### src/include/bp_settings.svh
`ifndef BP_SETTINGS_SVH
`define BP_SETTINGS_SVH

// fetch and commit side widths of an RV32 core
`define BP_ADDR_WIDTH 32
`define BP_INSTR_WIDTH 32

// every counter table has 2**BP_PHT_INDEX_WIDTH entries
// the global and the local histories share this width so they can be XORed into an index
`define BP_PHT_INDEX_WIDTH 8

// local history table entries are selected by low PC bits above the halfword bit
`define BP_LBHT_INDEX_WIDTH 4

// gshare, local and chooser
`define BP_NUM_TABLES 3

`endif

### src/hw/bp_pkg.sv
`include "bp_settings.svh"

package bp_pkg;

    // values 2 and 3 predict taken
    typedef logic [1:0] pht_counter_t;

    typedef enum logic [1:0] {
        TBL_GSHARE  = 2'd0,
        TBL_LOCAL   = 2'd1,
        TBL_CHOOSER = 2'd2
    } table_id_e;

    typedef enum logic [6:0] {
        OP_BRANCH = 7'h63,
        OP_JAL    = 7'h6f,
        OP_JALR   = 7'h67
    } opcode_e;

    typedef struct packed {
        logic                      is_branch;
        logic                      is_jal;
        logic                      is_jalr;
        logic                      rd_is_link;
        logic                      rs1_is_link;
        logic                      rd_eq_rs1;
        logic [`BP_ADDR_WIDTH-1:0] imm_b;
        logic [`BP_ADDR_WIDTH-1:0] imm_j;
    } decode_t;

    function automatic decode_t decode_instr(input logic [`BP_INSTR_WIDTH-1:0] instr);
        decode_t    dec;
        logic [4:0] rd;
        logic [4:0] rs1;
        rd  = instr[11:7];
        rs1 = instr[19:15];
        dec.is_branch   = (instr[6:0] == OP_BRANCH);
        dec.is_jal      = (instr[6:0] == OP_JAL);
        dec.is_jalr     = (instr[6:0] == OP_JALR);
        // x1 (ra) and x5 (t0) are the link registers of the calling convention
        dec.rd_is_link  = (rd == 5'd1) || (rd == 5'd5);
        dec.rs1_is_link = (rs1 == 5'd1) || (rs1 == 5'd5);
        dec.rd_eq_rs1   = (rd == rs1);
        dec.imm_b = {{(`BP_ADDR_WIDTH - 13){instr[31]}}, instr[31], instr[7],
                     instr[30:25], instr[11:8], 1'b0};
        dec.imm_j = {{(`BP_ADDR_WIDTH - 21){instr[31]}}, instr[31], instr[19:12],
                     instr[20], instr[30:21], 1'b0};
        return dec;
    endfunction

    // bit 1 is skipped as well since compressed instructions are not predicted
    function automatic logic [`BP_PHT_INDEX_WIDTH-1:0] pc_hash(
        input logic [`BP_ADDR_WIDTH-1:0] pc
    );
        return pc[`BP_PHT_INDEX_WIDTH+1:2];
    endfunction

endpackage

### src/hw/table_if.sv
`timescale 1ns/1ps
`include "bp_settings.svh"

interface table_if #(
    parameter int INDEX_WIDTH = `BP_PHT_INDEX_WIDTH
);
    import bp_pkg::*;

    logic [INDEX_WIDTH-1:0] read_index;
    pht_counter_t           read_counter;
    logic                   write_en;
    logic [INDEX_WIDTH-1:0] write_index;
    logic                   write_up;

    modport indexer (
        output read_index,
        output write_en,
        output write_index,
        output write_up
    );

    modport table_side (
        input  read_index,
        input  write_en,
        input  write_index,
        input  write_up,
        output read_counter
    );

    modport reader (
        input read_counter
    );

endinterface

### src/hw/counter_table.sv
`timescale 1ns/1ps
`include "bp_settings.svh"

module counter_table #(
    parameter int INDEX_WIDTH = `BP_PHT_INDEX_WIDTH
) (
    input  logic         clk,
    input  logic         rst,
    table_if.table_side  port
);
    import bp_pkg::*;

    localparam int DEPTH = 1 << INDEX_WIDTH;

    pht_counter_t counters [DEPTH];
    pht_counter_t write_old;
    pht_counter_t write_new;

    always_comb begin
        write_old = counters[port.write_index];
        write_new = write_old;
        if (port.write_up) begin
            if (write_old != 2'd3) begin
                write_new = write_old + 2'd1;
            end
        end else if (write_old != 2'd0) begin
            write_new = write_old - 2'd1;
        end
    end

    always_ff @(posedge clk) begin
        if (rst) begin
            for (int i = 0; i < DEPTH; i++) begin
                counters[i] <= 2'd0;
            end
        end else if (port.write_en) begin
            counters[port.write_index] <= write_new;
        end
    end

    // a commit to the entry being fetched is visible in the same cycle
    assign port.read_counter = (port.write_en && (port.write_index == port.read_index)) ?
                               write_new : counters[port.read_index];

    // the write index comes from the commit pc and history, so an X here means a bad commit
    a_write_index_known: assert property (
        @(posedge clk) disable iff (rst)
        port.write_en |-> !$isunknown(port.write_index)
    );

endmodule

### src/hw/history_indexer.sv
`timescale 1ns/1ps
`include "bp_settings.svh"

module history_indexer (
    input  logic                       clk,
    input  logic                       rst,
    input  logic [`BP_ADDR_WIDTH-1:0]  fetch_pc,
    input  logic                       commit_valid,
    input  logic [`BP_ADDR_WIDTH-1:0]  commit_pc,
    input  logic [`BP_INSTR_WIDTH-1:0] commit_instr,
    input  logic                       commit_taken,
    input  logic                       commit_hit,
    input  logic                       commit_use_local,
    table_if.indexer                   tbl [`BP_NUM_TABLES]
);
    import bp_pkg::*;

    localparam int HIST_WIDTH   = `BP_PHT_INDEX_WIDTH;
    localparam int LBHT_ENTRIES = 1 << `BP_LBHT_INDEX_WIDTH;

    logic [HIST_WIDTH-1:0] global_hist;
    logic [HIST_WIDTH-1:0] local_hist [LBHT_ENTRIES];

    decode_t commit_dec;
    logic    commit_branch;

    logic [HIST_WIDTH-1:0]           fetch_hash;
    logic [HIST_WIDTH-1:0]           commit_hash;
    logic [`BP_LBHT_INDEX_WIDTH-1:0] fetch_lbht_index;
    logic [`BP_LBHT_INDEX_WIDTH-1:0] commit_lbht_index;
    logic [HIST_WIDTH-1:0]           fetch_local_hist;
    logic [HIST_WIDTH-1:0]           commit_local_hist;

    logic [HIST_WIDTH-1:0] global_read_index;
    logic [HIST_WIDTH-1:0] global_write_index;
    logic                  chooser_up;

    // only conditional branches train the predictor
    assign commit_dec    = decode_instr(commit_instr);
    assign commit_branch = commit_valid && commit_dec.is_branch;

    assign fetch_hash        = pc_hash(fetch_pc);
    assign commit_hash       = pc_hash(commit_pc);
    assign fetch_lbht_index  = fetch_pc[`BP_LBHT_INDEX_WIDTH+1:2];
    assign commit_lbht_index = commit_pc[`BP_LBHT_INDEX_WIDTH+1:2];
    assign fetch_local_hist  = local_hist[fetch_lbht_index];
    assign commit_local_hist = local_hist[commit_lbht_index];

    always_ff @(posedge clk) begin
        if (rst) begin
            global_hist <= '0;
        end else if (commit_branch) begin
            global_hist <= {global_hist[HIST_WIDTH-2:0], commit_taken};
        end
    end

    always_ff @(posedge clk) begin
        if (rst) begin
            for (int i = 0; i < LBHT_ENTRIES; i++) begin
                local_hist[i] <= '0;
            end
        end else if (commit_branch) begin
            local_hist[commit_lbht_index] <= {commit_local_hist[HIST_WIDTH-2:0], commit_taken};
        end
    end

    // gshare and the chooser see the same index
    assign global_read_index  = global_hist ^ fetch_hash;
    assign global_write_index = global_hist ^ commit_hash;

    // reinforce the table fetch used when it was right, lean to the other one otherwise
    assign chooser_up = commit_hit ? commit_use_local : !commit_use_local;

    assign tbl[TBL_GSHARE].read_index  = global_read_index;
    assign tbl[TBL_GSHARE].write_en    = commit_branch;
    assign tbl[TBL_GSHARE].write_index = global_write_index;
    assign tbl[TBL_GSHARE].write_up    = commit_taken;

    assign tbl[TBL_LOCAL].read_index  = fetch_local_hist ^ fetch_hash;
    assign tbl[TBL_LOCAL].write_en    = commit_branch;
    assign tbl[TBL_LOCAL].write_index = commit_local_hist ^ commit_hash;
    assign tbl[TBL_LOCAL].write_up    = commit_taken;

    assign tbl[TBL_CHOOSER].read_index  = global_read_index;
    assign tbl[TBL_CHOOSER].write_en    = commit_branch;
    assign tbl[TBL_CHOOSER].write_index = global_write_index;
    assign tbl[TBL_CHOOSER].write_up    = chooser_up;

    // a retired instruction decides whether the tables and histories move
    a_commit_instr_known: assert property (
        @(posedge clk) disable iff (rst)
        commit_valid |-> !$isunknown(commit_instr)
    );

endmodule

### src/hw/prediction_select.sv
`timescale 1ns/1ps
`include "bp_settings.svh"

module prediction_select (
    input  logic                       fetch_valid,
    input  logic [`BP_ADDR_WIDTH-1:0]  fetch_pc,
    input  logic [`BP_INSTR_WIDTH-1:0] fetch_instr,
    table_if.reader                    tbl [`BP_NUM_TABLES],
    input  logic [`BP_ADDR_WIDTH-1:0]  ras_top_addr,
    output logic                       pred_valid,
    output logic                       pred_taken,
    output logic [`BP_ADDR_WIDTH-1:0]  pred_next_pc,
    output logic                       pred_use_local,
    output logic                       ras_push,
    output logic                       ras_pop,
    output logic [`BP_ADDR_WIDTH-1:0]  ras_push_addr
);
    import bp_pkg::*;

    decode_t      dec;
    pht_counter_t gshare_ctr;
    pht_counter_t local_ctr;
    pht_counter_t chooser_ctr;
    pht_counter_t selected_ctr;
    logic         use_local;
    logic [`BP_ADDR_WIDTH-1:0] seq_pc;

    assign dec = decode_instr(fetch_instr);

    assign gshare_ctr  = tbl[TBL_GSHARE].read_counter;
    assign local_ctr   = tbl[TBL_LOCAL].read_counter;
    assign chooser_ctr = tbl[TBL_CHOOSER].read_counter;

    // the chooser counts toward local when it reaches the upper half
    assign use_local    = (chooser_ctr >= 2'd2);
    assign selected_ctr = use_local ? local_ctr : gshare_ctr;

    assign seq_pc = fetch_pc + `BP_ADDR_WIDTH'(4);

    assign pred_valid     = fetch_valid && (dec.is_branch || dec.is_jal || dec.is_jalr);
    assign pred_use_local = dec.is_branch && use_local;

    always_comb begin
        pred_taken   = 1'b0;
        pred_next_pc = seq_pc;
        if (dec.is_branch) begin
            pred_taken = selected_ctr[1];
            if (selected_ctr[1]) begin
                pred_next_pc = fetch_pc + dec.imm_b;
            end
        end else if (dec.is_jal) begin
            pred_taken   = 1'b1;
            pred_next_pc = fetch_pc + dec.imm_j;
        end else if (dec.is_jalr) begin
            // without a target cache every indirect jump is treated as a return
            pred_taken   = 1'b1;
            pred_next_pc = ras_top_addr;
        end
    end

    // calls push the return address, returns pop it
    // jalr ra, ra is a call only, jalr t0, ra both pops and pushes
    assign ras_push      = fetch_valid && (dec.is_jal || dec.is_jalr) && dec.rd_is_link;
    assign ras_pop       = fetch_valid && dec.is_jalr && dec.rs1_is_link &&
                           (!dec.rd_is_link || !dec.rd_eq_rs1);
    assign ras_push_addr = seq_pc;

endmodule

### src/hw/branch_predictor.sv
`timescale 1ns/1ps
`include "bp_settings.svh"

module branch_predictor (
    input  logic                       clk,
    input  logic                       rst,

    input  logic                       fetch_valid,
    input  logic [`BP_ADDR_WIDTH-1:0]  fetch_pc,
    input  logic [`BP_INSTR_WIDTH-1:0] fetch_instr,
    output logic                       pred_valid,
    output logic                       pred_taken,
    output logic [`BP_ADDR_WIDTH-1:0]  pred_next_pc,
    output logic                       pred_use_local,

    output logic                       ras_push,
    output logic                       ras_pop,
    output logic [`BP_ADDR_WIDTH-1:0]  ras_push_addr,
    input  logic [`BP_ADDR_WIDTH-1:0]  ras_top_addr,

    input  logic                       commit_valid,
    input  logic [`BP_ADDR_WIDTH-1:0]  commit_pc,
    input  logic [`BP_INSTR_WIDTH-1:0] commit_instr,
    input  logic                       commit_taken,
    input  logic                       commit_hit,
    input  logic                       commit_use_local
);
    import bp_pkg::*;

    table_if #(.INDEX_WIDTH(`BP_PHT_INDEX_WIDTH)) tbl_bus [`BP_NUM_TABLES] ();

    history_indexer history_indexer_i (
        .clk              (clk),
        .rst              (rst),
        .fetch_pc         (fetch_pc),
        .commit_valid     (commit_valid),
        .commit_pc        (commit_pc),
        .commit_instr     (commit_instr),
        .commit_taken     (commit_taken),
        .commit_hit       (commit_hit),
        .commit_use_local (commit_use_local),
        .tbl              (tbl_bus)
    );

    for (genvar t = int'(TBL_GSHARE); t <= int'(TBL_CHOOSER); t++) begin : g_table
        counter_table #(
            .INDEX_WIDTH (`BP_PHT_INDEX_WIDTH)
        ) counter_table_i (
            .clk  (clk),
            .rst  (rst),
            .port (tbl_bus[t])
        );
    end

    prediction_select prediction_select_i (
        .fetch_valid    (fetch_valid),
        .fetch_pc       (fetch_pc),
        .fetch_instr    (fetch_instr),
        .tbl            (tbl_bus),
        .ras_top_addr   (ras_top_addr),
        .pred_valid     (pred_valid),
        .pred_taken     (pred_taken),
        .pred_next_pc   (pred_next_pc),
        .pred_use_local (pred_use_local),
        .ras_push       (ras_push),
        .ras_pop        (ras_pop),
        .ras_push_addr  (ras_push_addr)
    );

endmodule

### config.mk
export PLATFORM = sky130hd
export DESIGN_NAME = branch_predictor
export DESIGN_NICKNAME = d
export VERILOG_FILES = /design/src/hw/bp_pkg.sv /design/src/hw/table_if.sv /design/src/hw/counter_table.sv /design/src/hw/history_indexer.sv /design/src/hw/prediction_select.sv /design/src/hw/branch_predictor.sv
export VERILOG_INCLUDE_DIRS = /design/src /design/src/include
export SDC_FILE = /design/constraint.sdc
export NUM_CORES = 2
export LEC_CHECK = 0
export ABC_AREA = 1
export BUFFER_PORTS_ARGS = -buffer_cell sky130_fd_sc_hd__clkbuf_2
export CORE_MARGIN = 2
export CORE_UTILIZATION = 50
export CTS_CLUSTER_DIAMETER = 60
export CTS_CLUSTER_SIZE = 8
export DETAILED_ROUTE_END_ITERATION = 8
export GPL_ROUTABILITY_DRIVEN = 1
export PLACE_DENSITY_LB_ADDON = 0.1
export SETUP_SLACK_MARGIN = 0.4
export SKIP_LAST_GASP = 1
export SYNTH_ARGS = -nofsm -noshare
export SYNTH_HDL_FRONTEND = slang
export SYNTH_HIERARCHICAL = 1
export SYNTH_SLANG_ARGS = --single-unit
### constraint.sdc
create_clock -name clk -period 5 [get_ports clk]
set_clock_uncertainty 0.05 [all_clocks]
set_input_delay 0.75 -clock clk [delete_from_list [all_inputs] [get_ports clk]]
set_output_delay 0.75 -clock clk [all_outputs]
set_load 0.05 [all_outputs]
# After elaboration in Yosys (flattened, before gate mapping)
# Memory sizes are Yosys's and may differ from the RTL's.
# Cells that the tools add are included.
# Widths: inputs -> output; s select.
# op_classes
n_bitwise,4
n_eq_ne,14
n_reduce_logical,26
mux,38
n_lt_le_gt_ge,1
n_addsub,9
# op_table
operator,n
$mux 32,4
$add 32x32->32,2
$add 32x3->32 const B,1
$mux 2,16
$mux 8,4
$xor 8x8->8,4
$eq 7x7->1 const B,4
$eq 8x8->1,2
$mux 1,13
$eq 5x1->1 const B,2
$eq 5x3->1 const B,2
$logic_and 1x1->1,10
$reduce_or 8->1,1
$add 2x1->2 const B,3
$logic_or 1x1->1,6
$ne 2x2->1 const B,3
$reduce_bool 2->1,3
$reduce_or 2->1,3
$sub 2x1->2 const B,3
$eq 5x5->1,1
$mux 4,1
$logic_not 1->1,3
$ge 2x2->1 const B,1
# totals
ff_bits,8
n_memories,4
ram_bits,1664
# mem_list
memory,depth,word_bits,read_ports,rd_ports_with_merged_regs,wr,line,rtl
g_table[0].counter_table_i.counters,256,2,2,0,256,counter_table.sv:15,pht_counter_t counters [DEPTH];
g_table[1].counter_table_i.counters,256,2,2,0,256,counter_table.sv:15,
g_table[2].counter_table_i.counters,256,2,2,0,256,counter_table.sv:15,
history_indexer_i.local_hist,16,8,2,0,16,history_indexer.sv:22,logic [HIST_WIDTH-1:0] local_hist [LBHT_ENTRIES];

# Longest topological paths before layout
# An unclocked memory read counts as a cell.
# depth
depth_word,10
depth_mapped,41

# Modules after synthesis
# The synthesis kept the hierarchy.
# by_module_without_submodules
mod,cells_each,area_per_inst_um2,seq_area_each_um2,instances
counter_table (g_table[1].counter_table_i ...),4071,30302.8,15374.7,2
counter_table (g_table[0].counter_table_i),4071,30272.8,15374.7,1
history_indexer,1120,8341.8,4003.8,1
prediction_select,1221,5819.3,0.0,1

# Least setup slack after synthesis
# OpenSTA, ideal clock, no wires.
# synth_path
kind,input port to output port
start,input port commit_pc[3]
end,output port pred_next_pc[2]
t_arrival_ns,4.915
t_required_ns,4.200
cell_stages,31
slack_ns,-0.715
cell_sequence,buf_2 -> inv_2 -> buf_2 -> nand2_1 -> nand2_1 -> nand2_1 -> nand2_1 -> nor2_4 -> nand2_1 -> nand2_1 -> buf_2 -> inv_2 -> buf_2 -> buf_2 -> nand2_1 -> a21oi_1 -> o21ai_0 -> nand2_1 -> o21ai_1 -> nand2_1 -> o21ai_1 -> nand2_1 -> o21ai_2 -> nand2_1 -> nand3_1 -> nand2_1 -> nand2_1 -> nand2_1 -> nand2_2 -> nand2_2 -> o21ai_0
# synth_between
elab_chain_len,10
# synth_lines
element,line,rtl
"start, declared",branch_predictor.sv:22,"input logic [`BP_ADDR_WIDTH-1:0] commit_pc,"
$mem_v2 16x8 *,-,
$xor 8x8->8 *,history_indexer.sv:81,assign tbl[TBL_LOCAL].write_index = commit_local_hist ^ commit_hash;
via tbl_bus[1].write_index[0],table_if.sv:12,logic [INDEX_WIDTH-1:0] write_index;
$mem_v2 256x2,-,
"$sub 2x1->2, or another cell as far along",counter_table.sv:27,write_new = write_old - 2'd1;
$mux 2 (on tied branches),"counter_table.sv:26, counter_table.sv:23",
$mux 2,counter_table.sv:22,if (port.write_up) begin
$mux 2 *,counter_table.sv:42,assign port.read_counter = (port.write_en && (port.write_index == port.read_index)) ?
via tbl_bus[1].read_counter[1],table_if.sv:10,pht_counter_t read_counter;
$mux 2 *,prediction_select.sv:36,assign selected_ctr = use_local ? local_ctr : gshare_ctr;
$mux 32 *,prediction_select.sv:48,if (selected_ctr[1]) begin
$mux 32 *,prediction_select.sv:46,if (dec.is_branch) begin
"end, declared",branch_predictor.sv:13,"output logic [`BP_ADDR_WIDTH-1:0] pred_next_pc,"
# Mark *: on every way through the listed nets, which the timed path passes. The rest lies on a longest branch.

==> metrics <==
status=finished, violations left; violated checks=negative setup slack; # nets final=13.67k; 1st-iter DRT viols=about 14k; fin util=around three fifths; H-Tree Depth=4; R2R depth=27; r2r setup slk=~0.53 ns; TritonRoute pass-1 iters=9; starting density of the core=between 50% and 60%; num rows=163; CP endpoint kind=primary output; Die H=448.2 um; Power, Total=between 30 and 40 mW; worst setup margin=-0.8412 ns; Seq pwr share=41.5%; Max Buffers Root-to-Sink=3; yosys warns=6; WL per Instance=23.81 um; CP top delay family=simple AND/OR/NAND/NOR gates; largest net degree at the start of global routing=170; Leak=49.85 nW; Pint=approximately 27 mW; overall die width=448.2 um; Critical Path Source Type=flip-flop; crit-path max FO=8; area grow syn2layout=18.96%; Period minus WS final=5.841 ns; Worst-Skew Late Latency=between 0.8 and 0.9 ns; Least-Margin Pin Slew=1.340 ns; CTS tree=done; Slew headroom=10.33%; switching pwr=around 12 mW; Post-Route WL=384500 um; hold path depth=4; period utilization=116.8%; layout cell share with drive strength beyond 1=13.28%; Residual DRC=0; sequential cell area=50140 um^2; Clock Power Share=36.9%; post-place setup slack=-1.382 ns; post-route ant nets=0; Pwr Density=330.6 nW/um^2; final setup violation count=33; Crit path top cell by count=nand2_1; final hold viol count=0; worst path buffer plus inverter count=6; Tot GR Track Use=between 30% and 40%; dpl cells=15.78k; Reg clk slew, reported paths=0.05 ns; HP Class=input port to flip-flop; Logic pwr share=21.7%; Core Area=196800 um^2; syn nets=~13k; first-pass GRT wire length=563600 um; Filler cells=17.49k; Net Sw Frac=~30%; vias in the first global route=91.59k; Synth Instances=around 13k; Root Buffer Master=clkbuf_16; RSZ-0062 raised after global routing=yes; WP depth=34; placed wire-length estimate=~250000 um; Port Buf Inserts=~190; vias per inst=6.027; Slew Limit Fails=0; WS Path Type=flip-flop to primary output; Syn Area/Cell=7.495 um^2; WP data arrival=5.04 ns; GP Congestion=about 1; vias post-DR=97.33k; Worst Path Required=4.20 ns; initial antenna violation count=7; slowest CP cell=edfxtp_1; area of the multi-input gates=43540 um^2; Max Fclk=0.1712 GHz; Total Neg Setup Slack=-24.88 ns; synthesized area=98680 um^2; Top-Level Pins=236; Final Instance Count excl. Fillers=16.15k; Die Area=200900 um^2; GR Overflow Total=0; CTS Buf Count=232; Peak VDD IR=0.3536 mV; maxcap violations=0; Sink Count=1672; Largest stage delay, worst path=0.41 ns
flip-flops by register name, indices dropped and copies added, names as in the netlist:
| name | flops |
|---|---|
| g_table.counter_table_i/counters | 1536 |
| history_indexer_i/global_hist | 8 |
| history_indexer_i/local_hist | 128 |
power groups by stage:
stage | combinational, mW | clock, mW | sequential (mW)
final | 8.40 | 14.3 | 16.1
after global routing | 8.80 | 15.0 | 16.1
after CTS | 7.93 | 14.4 | 16.1
after floorplan | 4.33 | 0 | 16.2
after global placement | 7.60 | 0 | 16.4
after detailed placement | 7.66 | 0 | 16.4
through the flow:
stage                     area, um^2  hold slack [ns]
after CTS                     116400           0.3121
after global placement        108800           0.5239
after global routing          117400           0.3674
after floorplan                99060           0.4905
final                         117400           0.3537
after detailed placement      108800           0.5204
worst paths after layout:
path	from	endpoint
max	history_indexer_i/local_hist[11][0]	pred_next_pc[7]
min	commit_instr[1]	history_indexer_i/global_hist[3]
max reg2reg	history_indexer_i/local_hist[11][0]	g_table[1].counter_table_i/counters[12][0]
min reg2reg	history_indexer_i/global_hist[7]	history_indexer_i/global_hist[7]
cells in the final DEF, fill, tap and decap left out, types with 16 or more instances in the layout:
cell type and count:
a21oi_1 848, buf_12 259, buf_16 16, buf_4 667, buf_6 39, buf_8 24
clkbuf_1 22, clkbuf_16 244, clkbuf_2 152, edfxtp_1 1664, ha_1 44, inv_1 356
inv_2 29, nand2_1 5713, nand2_2 84, nand2_4 30, nand3_1 375, nand4_1 200
nor2_1 1674, nor2_2 37, nor2_4 47, nor3_1 30, nor3_2 38, o21ai_0 464
o21ai_1 25, o22ai_1 189, xor2_1 31
tightest hold or removal path: cells and delay by family:
family | cells | cell delay (ns)
and+or+nand+nor | 3 | 0.39
buffers and inverters | 1 | 0.09
routing by layer:
metal / routed length (um) / GRT usage, %
met3: 49660 / 7.393
met5: 48 / 0
met2: 168300 / 56.38
met1: 147700 / 51.42
met4: 18810 / 16.84
timing repair:
item                       in CTS  in global routing
setup buffers                  36                 26
gates resized for setup       198                152
hold buffers                    0                  0
setup endpoints to repair     563                563
pin swaps                      63                 52
cloned                         11                 10
area by class of cell:
cell class	count	area share, %
Sequential cell	1672	42.71
Multi-Input combinational cell	9975	37.09
Timing Repair Buffer	1171	10.68
Clock buffer	256	5.059
Tap cell	2640	2.814
Inverter	409	1.369
Clock inverter	21	0.2729
Antenna cell	5	0.01066
Note: power is estimated with default switching activity, not from simulation.
